<file path="src/mem_sys_pkg.sv">
package mem_sys_pkg;

    typedef logic [31:0] addr_t;    // byte address, low 3 bits ignored
    typedef logic [63:0] word_t;
    typedef logic [3:0]  mem_tag_t; // zero means no response
    typedef logic [1:0]  bus_cmd_t;

    localparam bus_cmd_t BUS_NONE  = 2'd0;
    localparam bus_cmd_t BUS_LOAD  = 2'd1;
    localparam bus_cmd_t BUS_STORE = 2'd2;

    localparam int MEM_LATENCY    = 4;    // tag response to load data
    localparam int MEM_WORDS      = 1024;
    localparam int CACHE_LINES    = 16;
    localparam int WORD_LSB       = 3;    // 8 bytes per word
    localparam int INDEX_BITS     = $clog2(CACHE_LINES);
    localparam int MEM_INDEX_BITS = $clog2(MEM_WORDS);

    typedef logic [INDEX_BITS-1:0]                index_t;
    typedef logic [MEM_INDEX_BITS-INDEX_BITS-1:0] line_tag_t;
    typedef logic [MEM_INDEX_BITS-1:0]            mem_index_t;

    typedef enum logic [1:0] {IDLE, ISSUE, WAIT_RESP, WAIT_DATA} miss_state_t;

    function automatic mem_index_t word_index(addr_t addr);
        return addr[WORD_LSB +: MEM_INDEX_BITS];
    endfunction

    function automatic index_t line_index(addr_t addr);
        return addr[WORD_LSB +: INDEX_BITS];
    endfunction

    function automatic line_tag_t line_tag(addr_t addr);
        return addr[WORD_LSB + INDEX_BITS +: $bits(line_tag_t)]; // bits 12:7
    endfunction

endpackage

</file>
<file path="src/mem_bus_if.sv">
`timescale 1ns/10ps

// one client's path to memory
interface mem_bus_if import mem_sys_pkg::*; ();

    bus_cmd_t command;
    addr_t    addr;
    word_t    wdata;    // store data only
    mem_tag_t response; // accept tag, zero when not accepted
    word_t    rdata;
    mem_tag_t rtag;     // tag of the load data on rdata

    modport client (
        output command, addr, wdata,
        input  response, rdata, rtag
    );

    modport host (
        input  command, addr, wdata,
        output response, rdata, rtag
    );

endinterface

</file>
<file path="src/icache.sv">
`timescale 1ns/10ps

module icache import mem_sys_pkg::*; (
    input  logic       clock,
    input  logic       reset,
    input  logic       fetch_valid,
    input  addr_t      fetch_addr,
    output logic       fetch_ready,
    output logic       fetch_result_valid,
    output word_t      fetch_result,
    mem_bus_if.client  bus
);

    logic [CACHE_LINES-1:0] valid_q;
    line_tag_t              tag_mem [CACHE_LINES];
    word_t                  data_mem [CACHE_LINES];
    addr_t                  req_addr;
    logic                   req_pending; // lookup happens this cycle
    index_t                 req_index;
    logic                   hit;
    logic                   accept;
    logic                   issue, fill, done, idle;

    assign req_index   = line_index(req_addr);
    assign hit         = valid_q[req_index] && (tag_mem[req_index] == line_tag(req_addr));
    assign fetch_ready = idle && !req_pending;
    assign accept      = fetch_valid && fetch_ready;

    miss_fsm miss_fsm_i (
        .clock    (clock),
        .reset    (reset),
        .start    (req_pending && !hit),
        .is_store (1'b0),
        .response (bus.response),
        .rtag     (bus.rtag),
        .issue    (issue),
        .fill     (fill),
        .done     (done),
        .idle     (idle)
    );

    always_ff @(posedge clock) begin
        if (reset) begin
            req_pending <= 1'b0;
            valid_q     <= '0;
        end else begin
            req_pending <= accept;
            if (fill) valid_q[req_index] <= 1'b1;
        end
    end

    always_ff @(posedge clock) begin
        if (accept) req_addr <= fetch_addr;
        if (fill) begin
            tag_mem[req_index]  <= line_tag(req_addr);
            data_mem[req_index] <= bus.rdata;
        end
    end

    assign fetch_result_valid = (req_pending && hit) || done;
    assign fetch_result       = done ? bus.rdata : data_mem[req_index]; // bypass on fill

    assign bus.command = issue ? BUS_LOAD : BUS_NONE;
    assign bus.addr    = req_addr;
    assign bus.wdata   = '0;

endmodule

</file>
<file path="src/miss_fsm.sv">
`timescale 1ns/10ps

module miss_fsm import mem_sys_pkg::*; (
    input  logic     clock,
    input  logic     reset,
    input  logic     start,
    input  logic     is_store,
    input  mem_tag_t response,
    input  mem_tag_t rtag,
    output logic     issue,
    output logic     fill,
    output logic     done,
    output logic     idle
);

    miss_state_t state;
    miss_state_t next_state;
    mem_tag_t    kept_tag; // tag of the outstanding load
    logic        accepted;
    logic        data_here;

    assign accepted  = (state == WAIT_RESP) && (response != '0);
    assign data_here = (state == WAIT_DATA) && (rtag == kept_tag);

    always_comb begin
        next_state = state;
        case (state)
            IDLE: begin
                if (start) next_state = ISSUE;
            end
            ISSUE: next_state = WAIT_RESP;
            WAIT_RESP: begin
                if (response == '0) begin
                    next_state = ISSUE; // lost arbitration, try again
                end else if (is_store) begin
                    next_state = IDLE;
                end else begin
                    next_state = WAIT_DATA;
                end
            end
            WAIT_DATA: begin
                if (data_here) next_state = IDLE;
            end
            default: next_state = IDLE;
        endcase
    end

    always_ff @(posedge clock) begin
        if (reset) begin
            state <= IDLE;
        end else begin
            state <= next_state;
        end
    end

    always_ff @(posedge clock) begin
        if (accepted) kept_tag <= response;
    end

    assign issue = (state == ISSUE);
    assign fill  = data_here;
    assign done  = data_here || (accepted && is_store); // store ends at its response
    assign idle  = (state == IDLE);

endmodule

</file>
<file path="src/flat_wrapper.sv">
// flat-port wrapper written by rule: the top's interface ports become plain ports
module icache_flat import mem_sys_pkg::*;
  (clock, reset, fetch_valid, fetch_addr, fetch_ready, fetch_result_valid, fetch_result, bus_command, bus_addr, bus_wdata, bus_response, bus_rdata, bus_rtag);
  mem_bus_if bus_i ();
  input  logic clock;
  input  logic reset;
  input  logic fetch_valid;
  input  addr_t fetch_addr;
  output logic fetch_ready;
  output logic fetch_result_valid;
  output word_t fetch_result;
  output wire logic [$bits(bus_i.command)-1:0] bus_command;
  output wire logic [$bits(bus_i.addr)-1:0] bus_addr;
  output wire logic [$bits(bus_i.wdata)-1:0] bus_wdata;
  input wire logic [$bits(bus_i.response)-1:0] bus_response;
  input wire logic [$bits(bus_i.rdata)-1:0] bus_rdata;
  input wire logic [$bits(bus_i.rtag)-1:0] bus_rtag;
  assign bus_command = bus_i.command;
  assign bus_addr = bus_i.addr;
  assign bus_wdata = bus_i.wdata;
  assign bus_i.response = bus_response;
  assign bus_i.rdata = bus_rdata;
  assign bus_i.rtag = bus_rtag;
  icache u_core (.clock(clock), .reset(reset), .fetch_valid(fetch_valid), .fetch_addr(fetch_addr), .fetch_ready(fetch_ready), .fetch_result_valid(fetch_result_valid), .fetch_result(fetch_result), .bus(bus_i));
endmodule
</file>
<file path="config.mk">
export PLATFORM = sky130hd
export DESIGN_NAME = icache_flat
export DESIGN_NICKNAME = d
export VERILOG_FILES = /design/src/mem_sys_pkg.sv /design/src/mem_bus_if.sv /design/src/icache.sv /design/src/miss_fsm.sv /design/src/flat_wrapper.sv
export SDC_FILE = /design/constraint.sdc
export NUM_CORES = 1
export LEC_CHECK = 0
export ABC_CLOCK_PERIOD_IN_PS = 23200
export BUFFER_PORTS_ARGS = -buffer_cell sky130_fd_sc_hd__buf_2
export CORE_ASPECT_RATIO = 1.1
export CORE_MARGIN = 10
export CORE_UTILIZATION = 45
export CTS_CLUSTER_DIAMETER = 120
export DETAILED_ROUTE_END_ITERATION = 8
export GPL_ROUTABILITY_DRIVEN = 0
export GPL_TIMING_DRIVEN = 0
export PLACE_DENSITY = 0.7
export SLEW_MARGIN = 15
export SYNTH_ARGS = -nofsm -noshare
export SYNTH_HDL_FRONTEND = slang
export SYNTH_HIERARCHICAL = 1
export SYNTH_SLANG_ARGS = --single-unit
</file>
<file path="constraint.sdc">
create_clock -name clock -period 23.2 [get_ports clock]
set_input_delay 3.48 -clock clock [delete_from_list [all_inputs] [get_ports clock]]
set_output_delay 3.48 -clock clock [all_outputs]
set_load 0.02 [all_outputs]
</file>
# Word-level counts from Yosys, hierarchy flattened
# Memory sizes are Yosys's and may differ from the RTL's. A register that Yosys moved wholly into a read port is not among the register bits.
# Index checks and enable logic that the tools add are counted.
# totals
register_bits,55
ramBits,1120
input_bits,107
output_inout_bits,164
word_cells,46
n_memories,2
# mem_list
name,words,width,read_ports,rd_clocked_by_memory_dff,wr,line,rtl
u_core.data_mem,16,64,1,1,1,icache.sv:16,word_t data_mem [CACHE_LINES];
u_core.tag_mem,16,6,1,1,1,icache.sv:15,line_tag_t tag_mem [CACHE_LINES];
# classes
order_cmp,2
n_eq_ne,7
n_mux,14
bitwise,1
reduce_logical,15
# op_table
operator,count
64-bit 2-to-1 mux,1
16-bit bitwise OR,1
1-bit logical AND,8
4-bit 2-to-1 mux,2
2-bit one-hot mux with 4 select lines,1
6-bit equality test,1
2-bit 2-to-1 mux,3
4-bit by 5-bit < comparator with 1-bit output (second input constant),1
1-bit 2-to-1 mux,5
1-bit binary-select mux with 4-bit select,1
1-bit demux with 4-bit select,1
2-bit equality test (second input constant),2
4-bit equality test,1
4-bit by 1-bit >= comparator with 1-bit output (second input constant),1
4-bit zero test,1
4-bit nonzero test,1
2-bit by 1-bit equality test with 1-bit output (second input constant),1
1-bit zero test,2
2-bit zero test,1
2-bit by 1-bit != test with 1-bit output (second input constant),1
2-bit != test (second input constant),1
2-bit AND reduction,1
1-bit logical OR,1

# Depth between registers and ports, before layout
# logic_depth
depth_word,7
mapped_depth,12
depth_no_buf,9

# Cells and area by module
# The synthesis kept the hierarchy.
# modules_own_cells
mod,n_inst,cells_each,area_each_um2,seq_area_each_um2
icache,1,1861,45213.4,35013.6
miss_fsm,1,30,319.1,160.2

# Least setup slack after synthesis
# Ideal clock, no wire load.
# synth_timing
kind,input-to-reg
startpoint,in bus_rtag[1]
endpoint,mem u_core/data_mem[0][0] (netlist name) (enable)
setup_time_ns,0.586
arrival_time_ns,9.653
required_ns,22.614
setup_slack_ns,12.960
stages,5
path_buffers,0
cell_sequence,xor2_1 > or4_4 > nor2_1 > or3b_2 > nor3_1
# synth_via
elab_chain_len,4
# synth_rtl
item,line,rtl
"start, declared",flat_wrapper.sv:17,input wire logic [$bits(bus_i.rtag)-1:0] bus_rtag;
4-bit equality test,miss_fsm.sv:23,assign data_here = (state == WAIT_DATA) && (rtag == kept_tag);
1-bit logical AND,miss_fsm.sv:23,
via u_core.fill,icache.sv:22,"logic issue, fill, done, idle;"
1-bit 2-to-1 mux,icache.sv:54,if (fill) begin
1-bit 2-to-1 mux (implied by the code),icache.sv:56,data_mem[req_index] <= bus.rdata;
"end, declared",icache.sv:16,
# The timed path passes the listed nets, and every way through them passes these cells.

# Worst setup path in the final report
# layout_timing
startpoint,in bus_rtag[1]
endpoint,out fetch_result[62]
# layout_via
elab_chain_len,3
# layout_rtl
item,line,rtl
4-bit equality test,miss_fsm.sv:23,
1-bit logical AND,miss_fsm.sv:23,
via u_core.done,icache.sv:22,
64-bit 2-to-1 mux,icache.sv:61,assign fetch_result = done ? bus.rdata : data_mem[req_index];
"end, declared",flat_wrapper.sv:11,output word_t fetch_result;
# The timed path passes the listed nets, and every way through them passes these cells.

==> flow_summary.json <==
{
  "status": "complete, no violations",
  "setup-tns-final_ns": 0,
  "synth_seq_cells": 1179,
  "relSlewSlack_pct": 29.4,
  "cp_max_fo": 10,
  "tritoncts": "done",
  "ys_warn_count": 6,
  "clkLatencyLatePin_ns": 0.71,
  "synth_cell_types": 36,
  "htreeDepth": 3,
  "power_density_mw_per_mm2": 99.1,
  "chipWidth_um": 323,
  "postCtsSetupBuffers": 0,
  "finalSetupViolations": 0,
  "ys_top_cells_by_count": "edfxtp_1, mux4_2, mux2_2",
  "routedWlPerCell_um": 28.8,
  "leakage_nw": 17.6,
  "die_y_um": 354,
  "hp-start": "u_core/valid_q[13]$_SDFFE_PP0P_",
  "core_mm2": 0.101,
  "totalWireLength_mm": 109,
  "drc": 0,
  "critPathLaunchType": "input port",
  "synth_most_common_cell": "edfxtp_1",
  "clkTransAtPathRegs_ns": 0.06,
  "rsz0062_at_grt": "no",
  "ir_drop_mv": 0.0847,
  "cts_hold_buffers": 0,
  "cts_made_buffers": 112,
  "grt_max_degree": 33,
  "clock.fmax_ghz": 0.0957,
  "initial_utilization_pct": 45.3,
  "crit_start": "bus_rtag[1]",
  "grt_pass1_wl_mm": 159,
  "final_max_slew_viol_count": 0,
  "io_buffer_count": 205,
  "hold_viol_final": 0,
  "period_needed_ns": 10.45,
  "vias_per_cell": 5.81,
  "yosysTopAreaCellShare_pct": 76.2,
  "period_share_pct": 45.1,
  "grt_antenna_before_repair": 20,
  "firstDrtPassIters": 5,
  "grtUsageTotal_pct": 19.0,
  "critPathRequiredTime_ns": 19.72,
  "synth_area_mm2": 0.0455,
  "clockRootBuffer": "clkbuf_16",
  "drive_gt1_share_pct": 41.9,
  "ys_dominant_reg_cell": "edfxtp_1",
  "synth_edf_count": 1156,
  "dp_hpwl_mm": 71.8,
  "synthArstFlopShare_pct": 0,
  "ant_nets": 0,
  "r2r_start": "u_core/miss_fsm_i/kept_tag[1]$_DFFE_PP_",
  "clockBufferDepth": 3,
  "synth.avg_cell_area_um2": 24.1,
  "dieArea_mm2": 0.114,
  "holdCritPathClass": "reg2reg",
  "io-pin-count": 271,
  "grt_pass1_vias": 23100,
  "synthCells": 1891,
  "area_delta_synth_final_pct": 18.3,
  "clock-sinks": 1179,
  "final_nets": 2480,
  "finClkSkew_ns": 0.0430,
  "endpoint_kind": "output port",
  "arrival_ns": 6.97,
  "synth_area_leaders": "edfxtp_1, mux4_2, mux2_2",
  "cts_resized": 0,
  "placed_cell_area_mm2": 0.0501,
  "synth-seq-area-share_pct": 77.2,
  "num_vias": 21900,
  "tightest_slew_ns": 1.06,
  "yosysTopAreaCell": "edfxtp_1",
  "num_rows": 122,
  "grt_overflow_total": 0,
  "drt_iter0_drc": 2513,
  "max_cap_violations": 0,
  "design_area_mm2": 0.0539,
  "worstSetupPathType": "in2out"
}
## worst paths after layout
kind | end | slack, ns | depth (start not counted)
setup / recovery | fetch_result[62] | 12.75 | 8
hold reg to reg | u_core/valid_q[13]$_SDFFE_PP0P_ | 0.50 | 2
hold / removal | u_core/valid_q[13]$_SDFFE_PP0P_ | 0.50 | 2
setup reg to reg | u_core/data_mem[3][38]$_DFFE_PP_ | 19.34 | 10
## cell type report
type,instances,area [µm²]
multi-input combinational,617,9740
clock inverter,76,772
timing repair buffer,301,2580
clock buffer,135,2980
inverter,3,11.3
sequential,1179,35200
fill,7423,46700
antenna,2,5.00
tap,1302,1630
buffer,159,975
## metrics by stage
step	power, W	hold WS, ns	utilization (%)	cells	setup slack, ns
finish	0.00534	0.497	53.5	3774	12.75
global route	0.00553	0.516	53.5	3773	12.63
CTS	0.00540	0.487	53.5	3772	12.69
detailed placement	0.00357	0.473	49.8	3561	12.73
global placement	0.00354	0.444	48.2	3465	6.23
floorplan	0.00319	0.435	-	1958	12.96
## logic make-up (layout without fill, tap and decap cells)
logic type             after synthesis  in the layout  synth area share, %
AO/OA/AOI/OAI                       11             11                0.187
XOR/XNOR                            14             14                0.269
buffers and inverters              162            674                 2.16
flip-flops                        1179           1179                 77.2
multiplexers                       431            431                 19.1
other                                1             70              0.00824
AND/OR/NAND/NOR                     93             93                0.978
## routing by layer
layer	part of all wire (%)	vias up	routed length [µm]	global-route usage, %
met5	0.073	-	79	0
met4	2.1	12	2250	4.83
met3	8.6	176	9370	3.75
met2	49	1131	53600	31.0
met1	40	11700	43400	26.0
li1	-	8922	-	-
## worst max-delay path, stage by stage
cell	delay (ns)
buf_2	0.10
xor2_1	0.14
or4_4	0.54
o32ai_1	0.37
clkbuf_1	0.81
clkbuf_1	0.86
mux2_2	0.49
buf_2	0.18
## sequential cells by signal, summed over array words and instances, names as in the netlist, named ones only
| signal | count |
|---|---|
| u_core/req_pending | 1 |
| u_core/bus.addr | 32 |
| u_core/valid_q | 16 |
| u_core/data_mem | 1024 |
| u_core/miss_fsm_i/kept_tag | 4 |
| u_core/tag_mem | 96 |
| u_core/miss_fsm_i/state | 2 |
## power breakdown
group          switching [W]  internal (W)  leakage, nW
Combinational       0.000614      0.000508         5.21
Sequential         0.0000184       0.00236         10.6
Clock               0.000775       0.00106         1.83
Total                0.00141       0.00393         17.6
## placed cells by master (no fill, tap or decap), types with 8 or more instances in the layout
cell          n
conb_1       68
dfxtp_1      23
xnor2_1       8
nand2_1       8
nor2_1       43
buf_2       256
edfxtp_1   1156
mux2_2       72
clkinv_1     23
mux2i_1      16
clkbuf_16   113
buf_16       20
buf_12       28
clkinv_2     23
mux4_2      337
buf_6        25
clkbuf_1     41
buf_4        99
nor2_4       12
bufinv_16    13
Note: power is estimated with default switching activity, not from simulation.
