`src/mem_sys_pkg.sv`:
```
package mem_sys_pkg;

    typedef logic [31:0] addr_t;    // byte address, low 3 bits ignored
    typedef logic [63:0] word_t;
    typedef logic [3:0]  mem_tag_t; // zero means no response
    typedef logic [1:0]  bus_cmd_t;

    localparam bus_cmd_t BUS_NONE  = 2'd0;
    localparam bus_cmd_t BUS_LOAD  = 2'd1;
    localparam bus_cmd_t BUS_STORE = 2'd2;

    localparam int MEM_LATENCY    = 4;    // tag response to load data
    localparam int MEM_WORDS      = 1024;
    localparam int CACHE_LINES    = 16;
    localparam int WORD_LSB       = 3;    // 8 bytes per word
    localparam int INDEX_BITS     = $clog2(CACHE_LINES);
    localparam int MEM_INDEX_BITS = $clog2(MEM_WORDS);

    typedef logic [INDEX_BITS-1:0]                index_t;
    typedef logic [MEM_INDEX_BITS-INDEX_BITS-1:0] line_tag_t;
    typedef logic [MEM_INDEX_BITS-1:0]            mem_index_t;

    typedef enum logic [1:0] {IDLE, ISSUE, WAIT_RESP, WAIT_DATA} miss_state_t;

    function automatic mem_index_t word_index(addr_t addr);
        return addr[WORD_LSB +: MEM_INDEX_BITS];
    endfunction

    function automatic index_t line_index(addr_t addr);
        return addr[WORD_LSB +: INDEX_BITS];
    endfunction

    function automatic line_tag_t line_tag(addr_t addr);
        return addr[WORD_LSB + INDEX_BITS +: $bits(line_tag_t)]; // bits 12:7
    endfunction

endpackage

```
`src/mem_bus_if.sv`:
```
`timescale 1ns/10ps

// one client's path to memory
interface mem_bus_if import mem_sys_pkg::*; ();

    bus_cmd_t command;
    addr_t    addr;
    word_t    wdata;    // store data only
    mem_tag_t response; // accept tag, zero when not accepted
    word_t    rdata;
    mem_tag_t rtag;     // tag of the load data on rdata

    modport client (
        output command, addr, wdata,
        input  response, rdata, rtag
    );

    modport host (
        input  command, addr, wdata,
        output response, rdata, rtag
    );

endinterface

```
`src/dcache.sv`:
```
`timescale 1ns/10ps

// write-through, no write-allocate
module dcache import mem_sys_pkg::*; (
    input  logic       clock,
    input  logic       reset,
    input  logic       data_valid,
    input  logic       data_write,
    input  addr_t      data_addr,
    input  word_t      data_wdata,
    output logic       data_ready,
    output logic       load_result_valid,
    output word_t      load_result,
    mem_bus_if.client  bus
);

    logic [CACHE_LINES-1:0] valid_q;
    line_tag_t              tag_mem [CACHE_LINES];
    word_t                  data_mem [CACHE_LINES];
    addr_t                  req_addr;
    word_t                  req_wdata;
    logic                   req_write;
    logic                   req_pending;
    index_t                 req_index;
    logic                   hit;
    logic                   accept;
    logic                   start;
    logic                   issue, fill, done, idle;

    assign req_index  = line_index(req_addr);
    assign hit        = valid_q[req_index] && (tag_mem[req_index] == line_tag(req_addr));
    assign data_ready = idle && !req_pending;
    assign accept     = data_valid && data_ready;
    assign start      = req_pending && (req_write || !hit); // every store goes out

    miss_fsm miss_fsm_i (
        .clock    (clock),
        .reset    (reset),
        .start    (start),
        .is_store (req_write),
        .response (bus.response),
        .rtag     (bus.rtag),
        .issue    (issue),
        .fill     (fill),
        .done     (done),
        .idle     (idle)
    );

    always_ff @(posedge clock) begin
        if (reset) begin
            req_pending <= 1'b0;
            valid_q     <= '0;
        end else begin
            req_pending <= accept;
            if (fill) valid_q[req_index] <= 1'b1;
        end
    end

    always_ff @(posedge clock) begin
        if (accept) begin
            req_addr  <= data_addr;
            req_write <= data_write;
            req_wdata <= data_wdata;
        end
        if (fill) begin
            tag_mem[req_index]  <= line_tag(req_addr);
            data_mem[req_index] <= bus.rdata;
        end else if (req_pending && req_write && hit) begin
            data_mem[req_index] <= req_wdata; // store hit keeps line current
        end
    end

    // done also marks store completion, which has no result
    assign load_result_valid = !req_write && ((req_pending && hit) || done);
    assign load_result       = done ? bus.rdata : data_mem[req_index];

    always_comb begin
        bus.command = BUS_NONE;
        if (issue) bus.command = req_write ? BUS_STORE : BUS_LOAD;
    end

    assign bus.addr  = req_addr;
    assign bus.wdata = req_wdata;

endmodule

```
`src/miss_fsm.sv`:
```
`timescale 1ns/10ps

module miss_fsm import mem_sys_pkg::*; (
    input  logic     clock,
    input  logic     reset,
    input  logic     start,
    input  logic     is_store,
    input  mem_tag_t response,
    input  mem_tag_t rtag,
    output logic     issue,
    output logic     fill,
    output logic     done,
    output logic     idle
);

    miss_state_t state;
    miss_state_t next_state;
    mem_tag_t    kept_tag; // tag of the outstanding load
    logic        accepted;
    logic        data_here;

    assign accepted  = (state == WAIT_RESP) && (response != '0);
    assign data_here = (state == WAIT_DATA) && (rtag == kept_tag);

    always_comb begin
        next_state = state;
        case (state)
            IDLE: begin
                if (start) next_state = ISSUE;
            end
            ISSUE: next_state = WAIT_RESP;
            WAIT_RESP: begin
                if (response == '0) begin
                    next_state = ISSUE; // lost arbitration, try again
                end else if (is_store) begin
                    next_state = IDLE;
                end else begin
                    next_state = WAIT_DATA;
                end
            end
            WAIT_DATA: begin
                if (data_here) next_state = IDLE;
            end
            default: next_state = IDLE;
        endcase
    end

    always_ff @(posedge clock) begin
        if (reset) begin
            state <= IDLE;
        end else begin
            state <= next_state;
        end
    end

    always_ff @(posedge clock) begin
        if (accepted) kept_tag <= response;
    end

    assign issue = (state == ISSUE);
    assign fill  = data_here;
    assign done  = data_here || (accepted && is_store); // store ends at its response
    assign idle  = (state == IDLE);

endmodule

```
`src/flat_wrapper.sv`:
```
// flat-port wrapper written by rule: the top's interface ports become plain ports
module dcache_flat import mem_sys_pkg::*;
  (clock, reset, data_valid, data_write, data_addr, data_wdata, data_ready, load_result_valid, load_result, bus_command, bus_addr, bus_wdata, bus_response, bus_rdata, bus_rtag);
  mem_bus_if bus_i ();
  input  logic clock;
  input  logic reset;
  input  logic data_valid;
  input  logic data_write;
  input  addr_t data_addr;
  input  word_t data_wdata;
  output logic data_ready;
  output logic load_result_valid;
  output word_t load_result;
  output wire logic [$bits(bus_i.command)-1:0] bus_command;
  output wire logic [$bits(bus_i.addr)-1:0] bus_addr;
  output wire logic [$bits(bus_i.wdata)-1:0] bus_wdata;
  input wire logic [$bits(bus_i.response)-1:0] bus_response;
  input wire logic [$bits(bus_i.rdata)-1:0] bus_rdata;
  input wire logic [$bits(bus_i.rtag)-1:0] bus_rtag;
  assign bus_command = bus_i.command;
  assign bus_addr = bus_i.addr;
  assign bus_wdata = bus_i.wdata;
  assign bus_i.response = bus_response;
  assign bus_i.rdata = bus_rdata;
  assign bus_i.rtag = bus_rtag;
  dcache u_core (.clock(clock), .reset(reset), .data_valid(data_valid), .data_write(data_write), .data_addr(data_addr), .data_wdata(data_wdata), .data_ready(data_ready), .load_result_valid(load_result_valid), .load_result(load_result), .bus(bus_i));
endmodule
```
`config.mk`:
```
export PLATFORM = sky130hd
export DESIGN_NAME = dcache_flat
export DESIGN_NICKNAME = d
export VERILOG_FILES = /design/src/mem_sys_pkg.sv /design/src/mem_bus_if.sv /design/src/dcache.sv /design/src/miss_fsm.sv /design/src/flat_wrapper.sv
export SDC_FILE = /design/constraint.sdc
export NUM_CORES = 1
export LEC_CHECK = 0
export BUFFER_PORTS_ARGS = -buffer_cell sky130_fd_sc_hd__buf_2
export CORE_UTILIZATION = 56
export CTS_BUF_LIST = sky130_fd_sc_hd__clkbuf_4
export DETAILED_ROUTE_END_ITERATION = 8
export PLACE_DENSITY = 0.88
export SYNTH_ARGS = -nofsm -noshare
export SYNTH_HDL_FRONTEND = slang
export SYNTH_SLANG_ARGS = --single-unit
```
`constraint.sdc`:
```
create_clock -name clock -period 10 [get_ports clock]
set_input_delay 2 -clock clock [delete_from_list [all_inputs] [get_ports clock]]
set_output_delay 2 -clock clock [all_outputs]
set_load 0.005 [all_outputs]
```
After elaboration in Yosys (flattened, before gate mapping)
Memories as Yosys holds them, arrays and structs flattened. A register that Yosys moved wholly into a read port is not among the register bits.
Index checks and enable logic that the tools add are counted.
Widths: inputs -> output; s select.
- register bits: 120
- input bits: 172
- output and inout port bits: 164
- bits in writable memories: 1120
- latch bits: 0
- memories kept: 2
- bits in read-only memories: 0
- reduce and logical (&&, ||, !) cells: 22
- eq/ne operators: 7
- $mul: 0
- $add $sub $neg: 0
- shifts and indexed selects: 0
- bitwise operators: 2
- div/mod/pow operators: 0
- multiplexer cells: 20
- $lt $le $gt $ge: 2
- memories (name ; words ; width ; rd ports ; clocked after Yosys merged registers in ; wr ports ; RTL line ; source):
    u_core.data_mem ; 16 ; 64 ; 1 ; 1 ; 1 ; dcache.sv:19 ; word_t data_mem [CACHE_LINES];
    u_core.tag_mem ; 16 ; 6 ; 1 ; 1 ; 1 ; dcache.sv:18 ; line_tag_t tag_mem [CACHE_LINES];
- operator list (operator ; number):
    $mux 64 ; 2
    $or 16x16->16 ; 1
    $logic_and 1x1->1 ; 12
    $mux 2 ; 6
    $mux 4 ; 2
    $pmux 2 s4 ; 1
    $mux 1 ; 7
    $eq 6x6->1 ; 1
    $lt 4x5->1 const B ; 1
    $bmux 1 s4 ; 1
    $demux 1 s4 ; 1
    $eq 2x2->1 const B ; 2
    $eq 4x4->1 ; 1
    $ge 4x1->1 const B ; 1
    $logic_not 4->1 ; 1
    $ne 2x2->1 const B ; 2
    $reduce_bool 4->1 ; 1
    $logic_not 1->1 ; 3
    $logic_or 1x1->1 ; 3
    $eq 2x1->1 const B ; 1
    $logic_not 2->1 ; 1
    $reduce_and 2->1 ; 1
    $or 1x1->1 ; 1

Depth between registers and ports, before layout
- depth after elaboration: 8
- gate-level depth with buffers: 10
- mapped depth without buffers: 7

Modules after synthesis
From an unflattened synthesis, not the netlist that was laid out.
- cell total of the unflattened synthesis: 1992
- area total of the unflattened synthesis: 47788.3 um^2
- modules (own cells, without submodules) (module ; times used ; area an instance (um^2) ; cells each ; sequential area each (um^2)):
    dcache ; 1 ; 47469.3 ; 1962 ; 36965.5
    miss_fsm ; 1 ; 319.1 ; 30 ; 160.2

Least setup slack after synthesis
No wires, ideal clock.
- path kind: input-to-reg
- start: in bus_rtag[1]
- end: mem u_core.data_mem[0][0] (netlist bit), enable pin
- path slack: 0.339 ns
- data required time: 9.356 ns
- buffers on the path: 0
- library setup time: 0.644 ns
- cell stages on the path: 5
- data arrival time: 9.017 ns
- cell sequence: xor2_1 > nor4_1 > nand3_1 > o31a_1 > nor4_1
- cells in the longest elaborated chain, start to end: 5
- elaborated cells on any way between the ends: 7
- ends and longest elaborated chain (element ; RTL line ; source):
    start, declared ; flat_wrapper.sv:19 ; input wire logic [$bits(bus_i.rtag)-1:0] bus_rtag;
    $eq 4x4->1 (*) ; miss_fsm.sv:23 ; assign data_here = (state == WAIT_DATA) && (rtag == kept_tag);
    $logic_and 1x1->1 (*) ; miss_fsm.sv:23 ;
    $mux 1 ; dcache.sv:65 ; if (fill) begin
    $mux 1, on equally long branches ; dcache.sv:67, dcache.sv:69 ;
    $or 1x1->1 (no line) (*) ; n/a ;
    end, declared ; dcache.sv:19 ;
Mark *: on every way between the ends. The rest lies on a longest branch, timed or not.

==> impl_metrics.toml <==
[status]
status = "complete, no violations"

[detailed_routing]
routed_wirelength_um = 109000
via_count = 23929
wl_per_cell_um = 27.8
drt_iter0_markers = 2744
vias_per_cell = 6.09
drc_errors = 0
detail_route.first_pass.iterations = 5
ant_nets = 0

[timing]
holdWs_ns = 0.483
fin_tns_setup_ns = 0
rsz0062_at_grt = "false"
timing.final.crit_share_pct = 69.6
clock.fmax_mhz = 144
fin_crit_ns = 6.96
max_slew.worst_pin.slew_ns = 1.14
relSlewSlack_pct = 23.9
drv_slew = 0
fin_skew_ns = 0.104
setup_viol = 0
hold_viol = 0

[setup_path]
max_stage_delay_ns = 0.75
startpoint_type = "register"
critPathMostFrequentCell = "mux4_2"
required_ns = 8.00
cp-end-kind = "output port"
critical_path.cell_chain = "buf_12 -> buf_4 -> mux4_2 -> mux4_2 -> mux2_2 -> buf_2"
cp_max_fo = 99
slowest_stage = "dfxtp_4"
criticalPathCategory = "register to output port"
critPathArrivalTime_ns = 4.96

[clock_tree]
cts_setup_buffers = 0
clockBufferDepth = 4
clkTransAtPathRegs_ns = 0.06
numCtsBuffers = 317
cts_tree = "yes"
clock-root-buffer = "clkbuf_4"
clk_latency_ns = 1.15
holdBufCountCts = 0
cts_resized = 0
clock-sinks = 1244
htreeDepth = 5

[synthesis]
yosysTopAreaCellShare_pct = 76.3
syn_nets = 2158
ys_top_cells_by_area = "edfxtp_1 76%, mux4_2 16%, mux2_4 1.9%"
async_flop_share_pct = 0
postSynthCellCount = 1986
synth_edf_count = 1221
synth_area_um2 = 48000
syn_area_per_cell_um2 = 24.2
yosys_warnings = 0
ys_seq_elements = 1244
yosysTopAreaCell = "edfxtp_1"
ys_seq_area_share_pct = 77.3
synth-main-ff-cell = "edfxtp_1"
synth.distinct_cells = 44

[layout]
layout_commonest_cell = "edfxtp_1"
fin_util_pct = 64.5
final_cell_mix = "1221 x edfxtp_1, 437 x clkbuf_4, 338 x mux4_2"
drive_above_1_share_pct = 48.1
area_growth_pct = 14.1
fin_nets = 2752

[floorplanning]
start_util_pct = 56.5
chipHeight_um = 295
die_w_um = 295
ios = 336
rows = 107
core_area_um2 = 85000
die-area_um2 = 87000

[global_routing]
grt_pass1_vias = 25059
grt_first_pass_wirelength_um = 157000
grt_overflow = 0
track_usage_pct = 25.5
grt_max_degree = 130
grt_antenna_before_repair = 6

[power_and_ir_drop]
ir_drop_mv = 0.101
powerDensity_nw_per_um2 = 198
leakagePower_uw = 0.0182
p_total_uw = 10900

[hold_path]
hold_path_class = "register to register"

[job]
cap_viol_max_count = 0

[placement]
dp_hpwl_um = 58100
port_buffers = 335
gp_congestion = 0.776
where the power goes:
| part | internal [µW] | switching (µW) | leakage, µW | total [µW] |
|---|---|---|---|---|
| logic | 528 | 464 | 0.00480 | 992 |
| registers | 5770 | 82.1 | 0.0112 | 5850 |
| clock network | 2090 | 1940 | 0.00222 | 4030 |
cell families (layout without fill, tap and decap cells):
group / after synthesis / after routing / synth area share (%)
multiplexers: 494 / 494 / 20.0
XOR/XNOR: 10 / 10 / 0.182
AND/OR/NAND/NOR: 103 / 103 / 1.04
buffers and inverters: 104 / 898 / 0.992
flip-flops: 1244 / 1244 / 77.3
other: 0 / 4 / 0
AO/OA/AOI/OAI: 31 / 31 / 0.510
area by class of cell:
cell class	instances	area [µm²]
Multi-Input combinational cell	638	10500
Fill cell	5339	30200
Sequential cell	1244	37100
Inverter	1	3.75
Antenna cell	4	10.0
Tap cell	1144	1430
Clock inverter	82	402
Timing Repair Buffer	378	2040
Clock buffer	437	3280
per-stage QoR:
stage / instance area, µm² / worst slack, ns / cells
after global routing: 54800 / 2.67 / 3927
after floorplan: 48000 / 0.339 / 1986
after CTS: 54800 / 2.83 / 3924
after global placement: 51200 / 3.44 / 3405
after detailed placement: 51200 / 3.30 / 3405
final: 54800 / 3.04 / 3928
layer usage:
metal / track usage [%] / vias up / share of wire [%] / wire length [µm]
met3: 6.06 / 180 / 9.6 / 10500
li1: - / 9905 / - / -
met1: 32.7 / 12329 / 36 / 39600
met5: 0 / - / 0.038 / 41
met2: 42.4 / 1509 / 52 / 56300
met4: 9.90 / 6 / 2.5 / 2720
critical path, delay by kind of cell, from the launching register on:
family / cells / cell delay, ns
multiplexers: 3 / 1.45
buffers and inverters: 3 / 1.44
flip-flops: 1 / 0.75
state kept, by name, indices dropped and copies added, names as in the netlist, named ones only:
| signal | cells |
|---|---|
| u_core.miss_fsm_i.state | 2 |
| u_core.miss_fsm_i.kept_tag | 4 |
| u_core.req_pending | 1 |
| u_core.valid_q | 16 |
| u_core.tag_mem | 96 |
| u_core.req_write | 1 |
| u_core.bus.addr | 32 |
| u_core.data_mem | 1024 |
| u_core.bus.wdata | 64 |
synth_stat cells (all sizes together) (3+ instances only):
library cell	count
xnor2	5
xor2	5
o22ai	4
nor2	45
nor4	6
dfxtp	23
clkbuf	55
nor2b	3
mux4	341
o21ba	6
edfxtp	1221
or2	5
nor3	16
nand3	3
buf	48
mux2	132
a22oi	7
mux2i	21
nand2b	6
nand2	12
worst paths after layout:
path | start | end | slack (ns) | cells past startpoint
worst min-delay path | u_core.valid_q[8] | u_core.valid_q[8] | 0.48 | 2
worst max register to register | register | u_core.data_mem[12][10] | 4.17 | 10
worst min register to register | u_core.valid_q[8] | u_core.valid_q[8] | 0.48 | 2
worst max-delay path | register | load_result[16] | 3.04 | 6
(Power assumes the default switching activity.)
