## src/mem_sys_pkg.sv

```systemverilog
package mem_sys_pkg;

    typedef logic [31:0] addr_t;    // byte address, low 3 bits ignored
    typedef logic [63:0] word_t;
    typedef logic [3:0]  mem_tag_t; // zero means no response
    typedef logic [1:0]  bus_cmd_t;

    localparam bus_cmd_t BUS_NONE  = 2'd0;
    localparam bus_cmd_t BUS_LOAD  = 2'd1;
    localparam bus_cmd_t BUS_STORE = 2'd2;

    localparam int MEM_LATENCY    = 4;    // tag response to load data
    localparam int MEM_WORDS      = 1024;
    localparam int CACHE_LINES    = 16;
    localparam int WORD_LSB       = 3;    // 8 bytes per word
    localparam int INDEX_BITS     = $clog2(CACHE_LINES);
    localparam int MEM_INDEX_BITS = $clog2(MEM_WORDS);

    typedef logic [INDEX_BITS-1:0]                index_t;
    typedef logic [MEM_INDEX_BITS-INDEX_BITS-1:0] line_tag_t;
    typedef logic [MEM_INDEX_BITS-1:0]            mem_index_t;

    typedef enum logic [1:0] {IDLE, ISSUE, WAIT_RESP, WAIT_DATA} miss_state_t;

    function automatic mem_index_t word_index(addr_t addr);
        return addr[WORD_LSB +: MEM_INDEX_BITS];
    endfunction

    function automatic index_t line_index(addr_t addr);
        return addr[WORD_LSB +: INDEX_BITS];
    endfunction

    function automatic line_tag_t line_tag(addr_t addr);
        return addr[WORD_LSB + INDEX_BITS +: $bits(line_tag_t)]; // bits 12:7
    endfunction

endpackage

```

## src/mem_bus_if.sv

```systemverilog
`timescale 1ns/10ps

// one client's path to memory
interface mem_bus_if import mem_sys_pkg::*; ();

    bus_cmd_t command;
    addr_t    addr;
    word_t    wdata;    // store data only
    mem_tag_t response; // accept tag, zero when not accepted
    word_t    rdata;
    mem_tag_t rtag;     // tag of the load data on rdata

    modport client (
        output command, addr, wdata,
        input  response, rdata, rtag
    );

    modport host (
        input  command, addr, wdata,
        output response, rdata, rtag
    );

endinterface

```

## src/mem_arbiter.sv

```systemverilog
`timescale 1ns/10ps

// data side has priority, responses follow last cycle's grant
module mem_arbiter import mem_sys_pkg::*; (
    input logic       clock,
    input logic       reset,
    mem_bus_if.host   icache_bus,
    mem_bus_if.host   dcache_bus,
    mem_bus_if.client mem_bus
);

    logic d_grant;
    logic d_grant_q; // dcache owned the bus last cycle

    assign d_grant = (dcache_bus.command != BUS_NONE);

    always_comb begin
        if (d_grant) begin
            mem_bus.command = dcache_bus.command;
            mem_bus.addr    = dcache_bus.addr;
            mem_bus.wdata   = dcache_bus.wdata;
        end else begin
            mem_bus.command = icache_bus.command;
            mem_bus.addr    = icache_bus.addr;
            mem_bus.wdata   = '0; // icache never stores
        end
    end

    // response goes to whoever issued last cycle
    assign dcache_bus.response = d_grant_q ? mem_bus.response : '0;
    assign icache_bus.response = d_grant_q ? '0 : mem_bus.response;

    // load data is broadcast, tags sort it out
    assign dcache_bus.rdata = mem_bus.rdata;
    assign dcache_bus.rtag  = mem_bus.rtag;
    assign icache_bus.rdata = mem_bus.rdata;
    assign icache_bus.rtag  = mem_bus.rtag;

    always_ff @(posedge clock) begin
        if (reset) begin
            d_grant_q <= 1'b0;
        end else begin
            d_grant_q <= d_grant;
        end
    end

endmodule

```

## src/flat_wrapper.sv

```systemverilog
// flat-port wrapper written by rule: the top's interface ports become plain ports
module mem_arbiter_flat import mem_sys_pkg::*;
  (clock, reset, icache_bus_command, icache_bus_addr, icache_bus_wdata, icache_bus_response, icache_bus_rdata, icache_bus_rtag, dcache_bus_command, dcache_bus_addr, dcache_bus_wdata, dcache_bus_response, dcache_bus_rdata, dcache_bus_rtag, mem_bus_command, mem_bus_addr, mem_bus_wdata, mem_bus_response, mem_bus_rdata, mem_bus_rtag);
  mem_bus_if icache_bus_i ();
  mem_bus_if dcache_bus_i ();
  mem_bus_if mem_bus_i ();
  input logic clock;
  input logic reset;
  input wire logic [$bits(icache_bus_i.command)-1:0] icache_bus_command;
  input wire logic [$bits(icache_bus_i.addr)-1:0] icache_bus_addr;
  input wire logic [$bits(icache_bus_i.wdata)-1:0] icache_bus_wdata;
  output wire logic [$bits(icache_bus_i.response)-1:0] icache_bus_response;
  output wire logic [$bits(icache_bus_i.rdata)-1:0] icache_bus_rdata;
  output wire logic [$bits(icache_bus_i.rtag)-1:0] icache_bus_rtag;
  input wire logic [$bits(dcache_bus_i.command)-1:0] dcache_bus_command;
  input wire logic [$bits(dcache_bus_i.addr)-1:0] dcache_bus_addr;
  input wire logic [$bits(dcache_bus_i.wdata)-1:0] dcache_bus_wdata;
  output wire logic [$bits(dcache_bus_i.response)-1:0] dcache_bus_response;
  output wire logic [$bits(dcache_bus_i.rdata)-1:0] dcache_bus_rdata;
  output wire logic [$bits(dcache_bus_i.rtag)-1:0] dcache_bus_rtag;
  output wire logic [$bits(mem_bus_i.command)-1:0] mem_bus_command;
  output wire logic [$bits(mem_bus_i.addr)-1:0] mem_bus_addr;
  output wire logic [$bits(mem_bus_i.wdata)-1:0] mem_bus_wdata;
  input wire logic [$bits(mem_bus_i.response)-1:0] mem_bus_response;
  input wire logic [$bits(mem_bus_i.rdata)-1:0] mem_bus_rdata;
  input wire logic [$bits(mem_bus_i.rtag)-1:0] mem_bus_rtag;
  assign icache_bus_i.command = icache_bus_command;
  assign icache_bus_i.addr = icache_bus_addr;
  assign icache_bus_i.wdata = icache_bus_wdata;
  assign icache_bus_response = icache_bus_i.response;
  assign icache_bus_rdata = icache_bus_i.rdata;
  assign icache_bus_rtag = icache_bus_i.rtag;
  assign dcache_bus_i.command = dcache_bus_command;
  assign dcache_bus_i.addr = dcache_bus_addr;
  assign dcache_bus_i.wdata = dcache_bus_wdata;
  assign dcache_bus_response = dcache_bus_i.response;
  assign dcache_bus_rdata = dcache_bus_i.rdata;
  assign dcache_bus_rtag = dcache_bus_i.rtag;
  assign mem_bus_command = mem_bus_i.command;
  assign mem_bus_addr = mem_bus_i.addr;
  assign mem_bus_wdata = mem_bus_i.wdata;
  assign mem_bus_i.response = mem_bus_response;
  assign mem_bus_i.rdata = mem_bus_rdata;
  assign mem_bus_i.rtag = mem_bus_rtag;
  mem_arbiter u_core (.clock(clock), .reset(reset), .icache_bus(icache_bus_i), .dcache_bus(dcache_bus_i), .mem_bus(mem_bus_i));
endmodule
```

## config.mk

```make
export PLATFORM = sky130hd
export DESIGN_NAME = mem_arbiter_flat
export DESIGN_NICKNAME = d
export VERILOG_FILES = /design/src/mem_sys_pkg.sv /design/src/mem_bus_if.sv /design/src/mem_arbiter.sv /design/src/flat_wrapper.sv
export SDC_FILE = /design/constraint.sdc
export NUM_CORES = 1
export LEC_CHECK = 0
export BUFFER_PORTS_ARGS = -buffer_cell sky130_fd_sc_hd__buf_2
export CAP_MARGIN = 0
export CORE_AREA = 2 2 202 204
export CTS_CLUSTER_SIZE = 24
export DETAILED_ROUTE_END_ITERATION = 8
export DIE_AREA = 0 0 204 206
export HOLD_SLACK_MARGIN = 0.08
export PLACE_DENSITY = 0.38
export REMOVE_ABC_BUFFERS = 1
export SYNTH_ARGS = -nofsm -noshare
export SYNTH_HDL_FRONTEND = slang
export SYNTH_SLANG_ARGS = --single-unit
```

## constraint.sdc

```tcl
create_clock -name clock -period 1.5 [get_ports clock]
set_input_delay 0.375 -clock clock [delete_from_list [all_inputs] [get_ports clock]]
set_output_delay 0.375 -clock clock [all_outputs]
set_load 0.05 [all_outputs]
```

Yosys cells after proc, flatten, opt, wreduce, memory -nomap -nowiden
Cells that the tools add are included.
{ "classes": {"reduce_logical": 1, "n_mux": 5} }
{ "ops": {"columns": ["op", "count"], "rows": [
  ["$mux W64", 1],
  ["$mux W32", 1],
  ["$mux W4", 2],
  ["$mux W2", 1],
  ["$reduce_bool A2 Y1", 1]
]} }
{ "totals": {"register_bits": 1, "inputBits": 270, "output_inout_bits": 242} }

Longest topological paths before layout
Gate-level depths: netlist (run 1).
{ "logic_depth": {"ltp_word": 2, "mapped_depth": 4, "mapped_depth_nobuf": 2} }

Worst setup path before layout (run 1)
OpenSTA, ideal clock, no wires.
{ "synth_path": {"path_kind": "input-to-output", "from": "in icache_bus_command[1]", "to": "out mem_bus_command[1]", "required_ps": 1125, "path_buffers": 0, "cell_stages": 2, "arrival_time_ps": 1480, "path_slack_ps": -355, "path_cell_list": "inv_1 o21ai_0"} }
{ "synth_via": {"elab_chain_cells": 1} }
{ "synth_lines": {"columns": ["item", "line_no", "text"], "rows": [
  ["start: declaration", "flat_wrapper.sv:9", "input wire logic [$bits(icache_bus_i.command)-1:0] icache_bus_command;"],
  ["$mux W2", "mem_arbiter.sv:18", "if (d_grant) begin"],
  ["end: declaration", "flat_wrapper.sv:21", "output wire logic [$bits(mem_bus_i.command)-1:0] mem_bus_command;"]
]} }
Every way passes these cells.

Worst setup path after layout (run 1)
{ "layout_path": {"from": "in dcache_bus_command[1]", "to": "out mem_bus_addr[14]"} }
{ "layout_via": {"elab_chain_cells": 2} }
{ "layout_lines": {"columns": ["item", "line_no", "text"], "rows": [
  ["start: declaration", "flat_wrapper.sv:15", "input wire logic [$bits(dcache_bus_i.command)-1:0] dcache_bus_command;"],
  ["$reduce_bool A2 Y1", "mem_arbiter.sv:15", "assign d_grant = (dcache_bus.command != BUS_NONE);"],
  ["$mux W32", "mem_arbiter.sv:18", null],
  ["end: declaration", "flat_wrapper.sv:22", "output wire logic [$bits(mem_bus_i.addr)-1:0] mem_bus_addr;"]
]} }
Every way passes these cells.

==> results_dict.tcl, run 1 <==
set metrics [dict create \
    area_growth_pct 123 \
    finalHoldViolations 0 \
    grt_pass1_vias 2389 \
    p_comb_frac 0.985 \
    place.port_buffers 243 \
    fin_nets 653 \
    rsz0062_at_grt "true" \
    leakage_uw 0.00208 \
    violations "setup timing" \
    start_kind "primary input" \
    swShare 0.558 \
    drive_gt1_frac 0.892 \
    drcViolationCount 0 \
    drtIter0Drc 108 \
    dieArea_um2 42000 \
    regMostFlops "u_core.d_grant_q" \
    grt_max_degree 21 \
    synth_area_leaders "buf_4 53%, nor2b_1 22%, mux2_2 18%" \
    die_height_um 206 \
    critPathBufInv 5 \
    synth.avg_cell_area_um2 7.66 \
    vdd_ir_drop_max_mv 0.193 \
    cp_top_family "buffers and inverters" \
    setup-violations-final 96 \
    grtUsageTotal 0.151 \
    synth_warnings 0 \
    post-place-ws_ns -0.450 \
    period_minus_slack_ns 1.87 \
    yosysUniqueCellTypes 12 \
    use_met2 0.245 \
    fin_total_pwr_uw 2070 \
    power.share.clock 0 \
    antenna_found_initial 4 \
    nFillCells 4611 \
    end_kind "output pin" \
    grt_pass1_wl_um 38000 \
    hold_buffers 0 \
    syn-instance-count 257 \
    intPower_uw 913 \
    path_clk_slew_ns 0 \
    reg.largest.list "u_core.d_grant_q: 1 flops" \
    switchingPower_uw 1150 \
    worstSetupPathType "primary input to output pin" \
    num_vias 2434 \
    final_common_cell "buf_2" \
    use_met3 0.211 \
    first_pass_iters 4 \
    totalWireLength_um 33400 \
    grtUsageMet1 0.101 \
    coreArea_um2 40200 \
    tightest_slew_ns 0.264 \
    wl_per_cell_um 36.6 \
    hpwlAfterDp_um 29000 \
    yosys.area.top_type "buf_4" \
    hold_class "primary input to flip-flop" \
    ios 512 \
    ys_ff_latch 1 \
    post-route-period-util 1.24 \
    cpPeakStageDelay_ns 0.33 \
    antenna_left 0 \
    power_frac_seq 0.015 \
    maxSlewViolCount 0 \
    die_w_um 204 \
    cap_violations 0 \
    status "finished with violations" \
    gp_congestion 0.841 \
    netlist.area_leader.share 0.530 \
    critPathSlowestCell "mux2_4" \
    largest_reg_flops 1 \
    crit_arrival_ns 1.49 \
    cp.required_ns 1.12 \
    max_freq_mhz 536 \
    p_per_area_nw_per_um2 471 \
    final_cell_mix "145 x buf_2, 44 x buf_8, 38 x buf_6" \
    path_cells "buf_8 -> nor2_4 -> buf_6 -> buf_12 -> buf_12 -> mux2_4 -> buf_8" \
    overflow 0 \
    rows 74 \
    synth.cell_area_um2 1970 \
    vias_per_cell 2.66 \
    fin_ws_ns -0.366 \
    crit_fanout 6 \
    grt.busiest_layer "met2" \
    start_util 0.0490 \
    yosysSeqAreaShare 0.0102 \
    relSlewSlack 0.824 \
]
[metrics by stage]
stage,setup TNS (ns),hold slack [ns],instance area [µm²],util,instances
floorplan,-94.64,0.447,866,-,111
finish,-23.64,0.597,4380,0.109,914
global placement,-20.55,0.590,2840,0.0707,891
detailed placement,-20.91,0.593,2840,0.0707,891
global route,-27.95,0.607,4380,0.109,913
CTS,-23.99,0.594,4280,0.106,909
[repair_timing]
item                       4_1_cts  5_1_grt
setup buffers                    9        5
resized for setup              324       22
cloned                          10        0
pin swaps                        1        1
setup endpoints to repair       96       96
[power groups by stage]
stage	Combinational, µW	Sequential, µW	Clock (µW)
after floorplan	911	31.1	0
after global placement	1410	32.2	0
after detailed placement	1410	31.9	0
after CTS	2020	31.9	0
after global routing	2120	32.9	0
final	2030	32.0	0.0000892
[cell usage after synthesis (all sizes together)]
cell type    n
buf        146
nor2b       68
mux2        32
and2         4
inv          2
nor2         2
a21o         1
dfxtp        1
o21ai        1
[final timing paths]
path	start	endpoint	slack, ns	cells past startpoint
hold / removal	reset	u_core.d_grant_q$_SDFF_PP0_	0.60	2
setup / recovery	dcache_bus_command[1]	mem_bus_addr[14]	-0.37	7
[metal layers]
layer	vias to the layer above	share of wire
met5	-	0.012
met4	14	0.0077
met3	30	0.30
met2	441	0.45
met1	1038	0.23
li1	911	-
[layout make-up]
cell class                 instances  area, µm²  share of cell area
timing repair buffer             270       2500               0.572
multi-input combinational        108       1180               0.270
inverter                           2       7.51             0.00171
sequential                         1       20.0             0.00457
tap                              532        666               0.152
antenna                            1       2.50            0.000571
[kinds of logic (layout without fill, tap and decap cells)]
logic type             count (synthesis)  in the layout  share of synthesized area
other                                  0              1                          0
multiplexers                          32             32                      0.183
AO/OA/AOI/OAI                          2              2                    0.00635
buffers and inverters                148            272                      0.564
AND/OR/NAND/NOR                       74             74                      0.236
flip-flops                             1              1                     0.0102
Note: power is estimated with default switching activity, not from simulation.
==> inputs of run 2 (changes only) <==
--- a/config.mk
+++ b/config.mk
@@ -7,12 +7,12 @@
 export LEC_CHECK = 0
 export BUFFER_PORTS_ARGS = -buffer_cell sky130_fd_sc_hd__buf_2
 export CAP_MARGIN = 0
-export CORE_AREA = 2 2 202 204
+export CORE_AREA = 2 2 197 199
 export CTS_CLUSTER_SIZE = 24
 export DETAILED_ROUTE_END_ITERATION = 8
-export DIE_AREA = 0 0 204 206
+export DIE_AREA = 0 0 199 201
 export HOLD_SLACK_MARGIN = 0.08
-export PLACE_DENSITY = 0.38
+export PLACE_DENSITY = 0.39
 export REMOVE_ABC_BUFFERS = 1
 export SYNTH_ARGS = -nofsm -noshare
 export SYNTH_HDL_FRONTEND = slang
==> constraint.sdc (replaced) <==
create_clock -name clock -period 2.4 [get_ports clock]
set_input_delay 0.6 -clock clock [delete_from_list [all_inputs] [get_ports clock]]
set_output_delay 0.6 -clock clock [all_outputs]
set_load 0.05 [all_outputs]
==> run 2 against run 1 <==
  * The run now ends clean
  * First-iteration DRC count shrank 19%
  * Flip-flop and latch count did not move
  * Global-route usage fell by 1.4 points
  * Core utilization shrank 3.2 points
  * Sequential power fell by 34%
  * Wire length decreased by 12%
  * Cell area is 33% lower
  * Power is 56% lower
  * Sequential share of layout area grew 0.23 points
  * Setup slack improved by 0.39 ns
  * Combinational power fell by 56%
  * Critical path depth shrank 1
  * Highest routed layer unchanged
==> results_dict.tcl, run 2 (synthesized netlist as in run 1, its figures left out) <==
set metrics [dict create \
    cap_violations 0 \
    vdd_ir_drop_max_mv 0.105 \
    final_common_cell "buf_2" \
    setup-violations-final 0 \
    crit_start "dcache_bus_command[0]" \
    max_freq_mhz 421 \
    die_w_um 199 \
    rows 72 \
    end_kind "output pin" \
    crit_arrival_ns 1.77 \
    ios 512 \
    wl_per_cell_um 33.5 \
    fin_nets 634 \
    drcViolationCount 0 \
    leakage_uw 0.00140 \
    path_clk_slew_ns 0 \
    path_cells "buf_2 -> nor2_4 -> buf_12 -> clkbuf_16 -> mux2_2 -> buf_2" \
    largest_reg_flops 1 \
    totalWireLength_um 29600 \
    num_vias 2210 \
    tightest_slew_ns 0.333 \
    cp_top_family "buffers and inverters" \
    vias_per_cell 2.51 \
    crit_fanout 26 \
    critPathBufInv 4 \
    die_height_um 201 \
    period_minus_slack_ns 2.37 \
    worstSetupPathType "primary input to output pin" \
    relSlewSlack 0.778 \
    drive_gt1_frac 0.785 \
    critPathSlowestCell "mux2_2" \
    worst-path-stages 6 \
    hpwlAfterDp_um 27800 \
    status "finished, final reports clean" \
    antenna_found_initial 3 \
    hold-worst-slack_ns 0.770 \
    post-route-period-util 0.989 \
    grtUsageTotal 0.138 \
    drtIter0Drc 87 \
    antenna_left 0 \
    fin_util 0.0769 \
    place.port_buffers 243 \
    holdPathStages 2 \
    grt_pass1_wl_um 32900 \
    rsz0062_at_grt "true" \
    cpPeakStageDelay_ns 0.34 \
    crit_path_end "mem_bus_addr[5]" \
    first_pass_iters 4 \
    hold_class "primary input to flip-flop" \
    finalHoldViolations 0 \
    overflow 0 \
    regMostFlops "u_core.d_grant_q" \
    gp_congestion 0.809 \
    area_growth_pct 48.7 \
    dieArea_um2 40000 \
    grt_pass1_vias 2068 \
    hold_buffers 0 \
    cp_common_cell "buf_2" \
    reg.largest.list "u_core.d_grant_q: 1 flops" \
    coreArea_um2 38100 \
    cp.required_ns 1.80 \
    maxSlewViolCount 0 \
    final_cell_mix "228 x buf_2, 68 x nor2b_1, 32 x mux2_2" \
    start_util 0.0517 \
    p_per_area_nw_per_um2 313 \
    start_kind "primary input" \
    grt_max_degree 53 \
]
run 2: worst min path at each step:
stage               start                           to  slack [ns]
finish              reset  u_core.d_grant_q$_SDFF_PP0_        0.77
global route        reset  u_core.d_grant_q$_SDFF_PP0_        0.78
CTS                 reset  u_core.d_grant_q$_SDFF_PP0_        0.77
detailed placement  reset  u_core.d_grant_q$_SDFF_PP0_        0.77
global placement    reset  u_core.d_grant_q$_SDFF_PP0_        0.76
floorplan           reset  u_core.d_grant_q$_SDFF_PP0_        0.67
run 2: routing by layer:
| layer | track usage | wire (µm) | vias up |
|---|---|---|---|
| met5 | 0.0494 | 284 | - |
| met4 | 0.00959 | 271 | 10 |
| met3 | 0.204 | 9220 | 25 |
| met2 | 0.231 | 13700 | 390 |
| met1 | 0.0777 | 6070 | 914 |
| li1 | - | - | 871 |
run 2: layout make-up:
| class | count | area (µm²) |
|---|---|---|
| fillers | 4532 | 35200 |
| repair buffers | 251 | 1410 |
| multi-input cells | 108 | 838 |
| well taps | 518 | 648 |
| flip-flops and latches | 1 | 20.0 |
| inverters | 2 | 7.51 |
| diodes | 1 | 2.50 |
run 2: per-stage QoR:
step                setup TNS (ns)  cells  setup WS, ns  power (µW)  area (µm²)
finish                           0    881        0.0255         917        2930
global route                -0.146    881       -0.0187         970        2930
CTS                        -0.0284    878       -0.0128         905        2820
detailed placement          -0.242    878       -0.0320         891        2790
global placement            -0.159    878       -0.0265         890        2790
floorplan                   -50.82    111        -0.530         589         866
run 2: where the power goes:
part | switching (µW) | total [µW] | internal [µW]
Clock | 0 | 0.0000557 | 0.0000557
Sequential | 2.99 | 21.1 | 18.1
Combinational | 626 | 896 | 270
run 2: timing repair:
action                     in CTS  in global routing
pin swaps                       0                  1
setup endpoints to repair      12                 31
gates resized for setup        13                 16
buffers inserted                0                  1
cloned                          0                  1
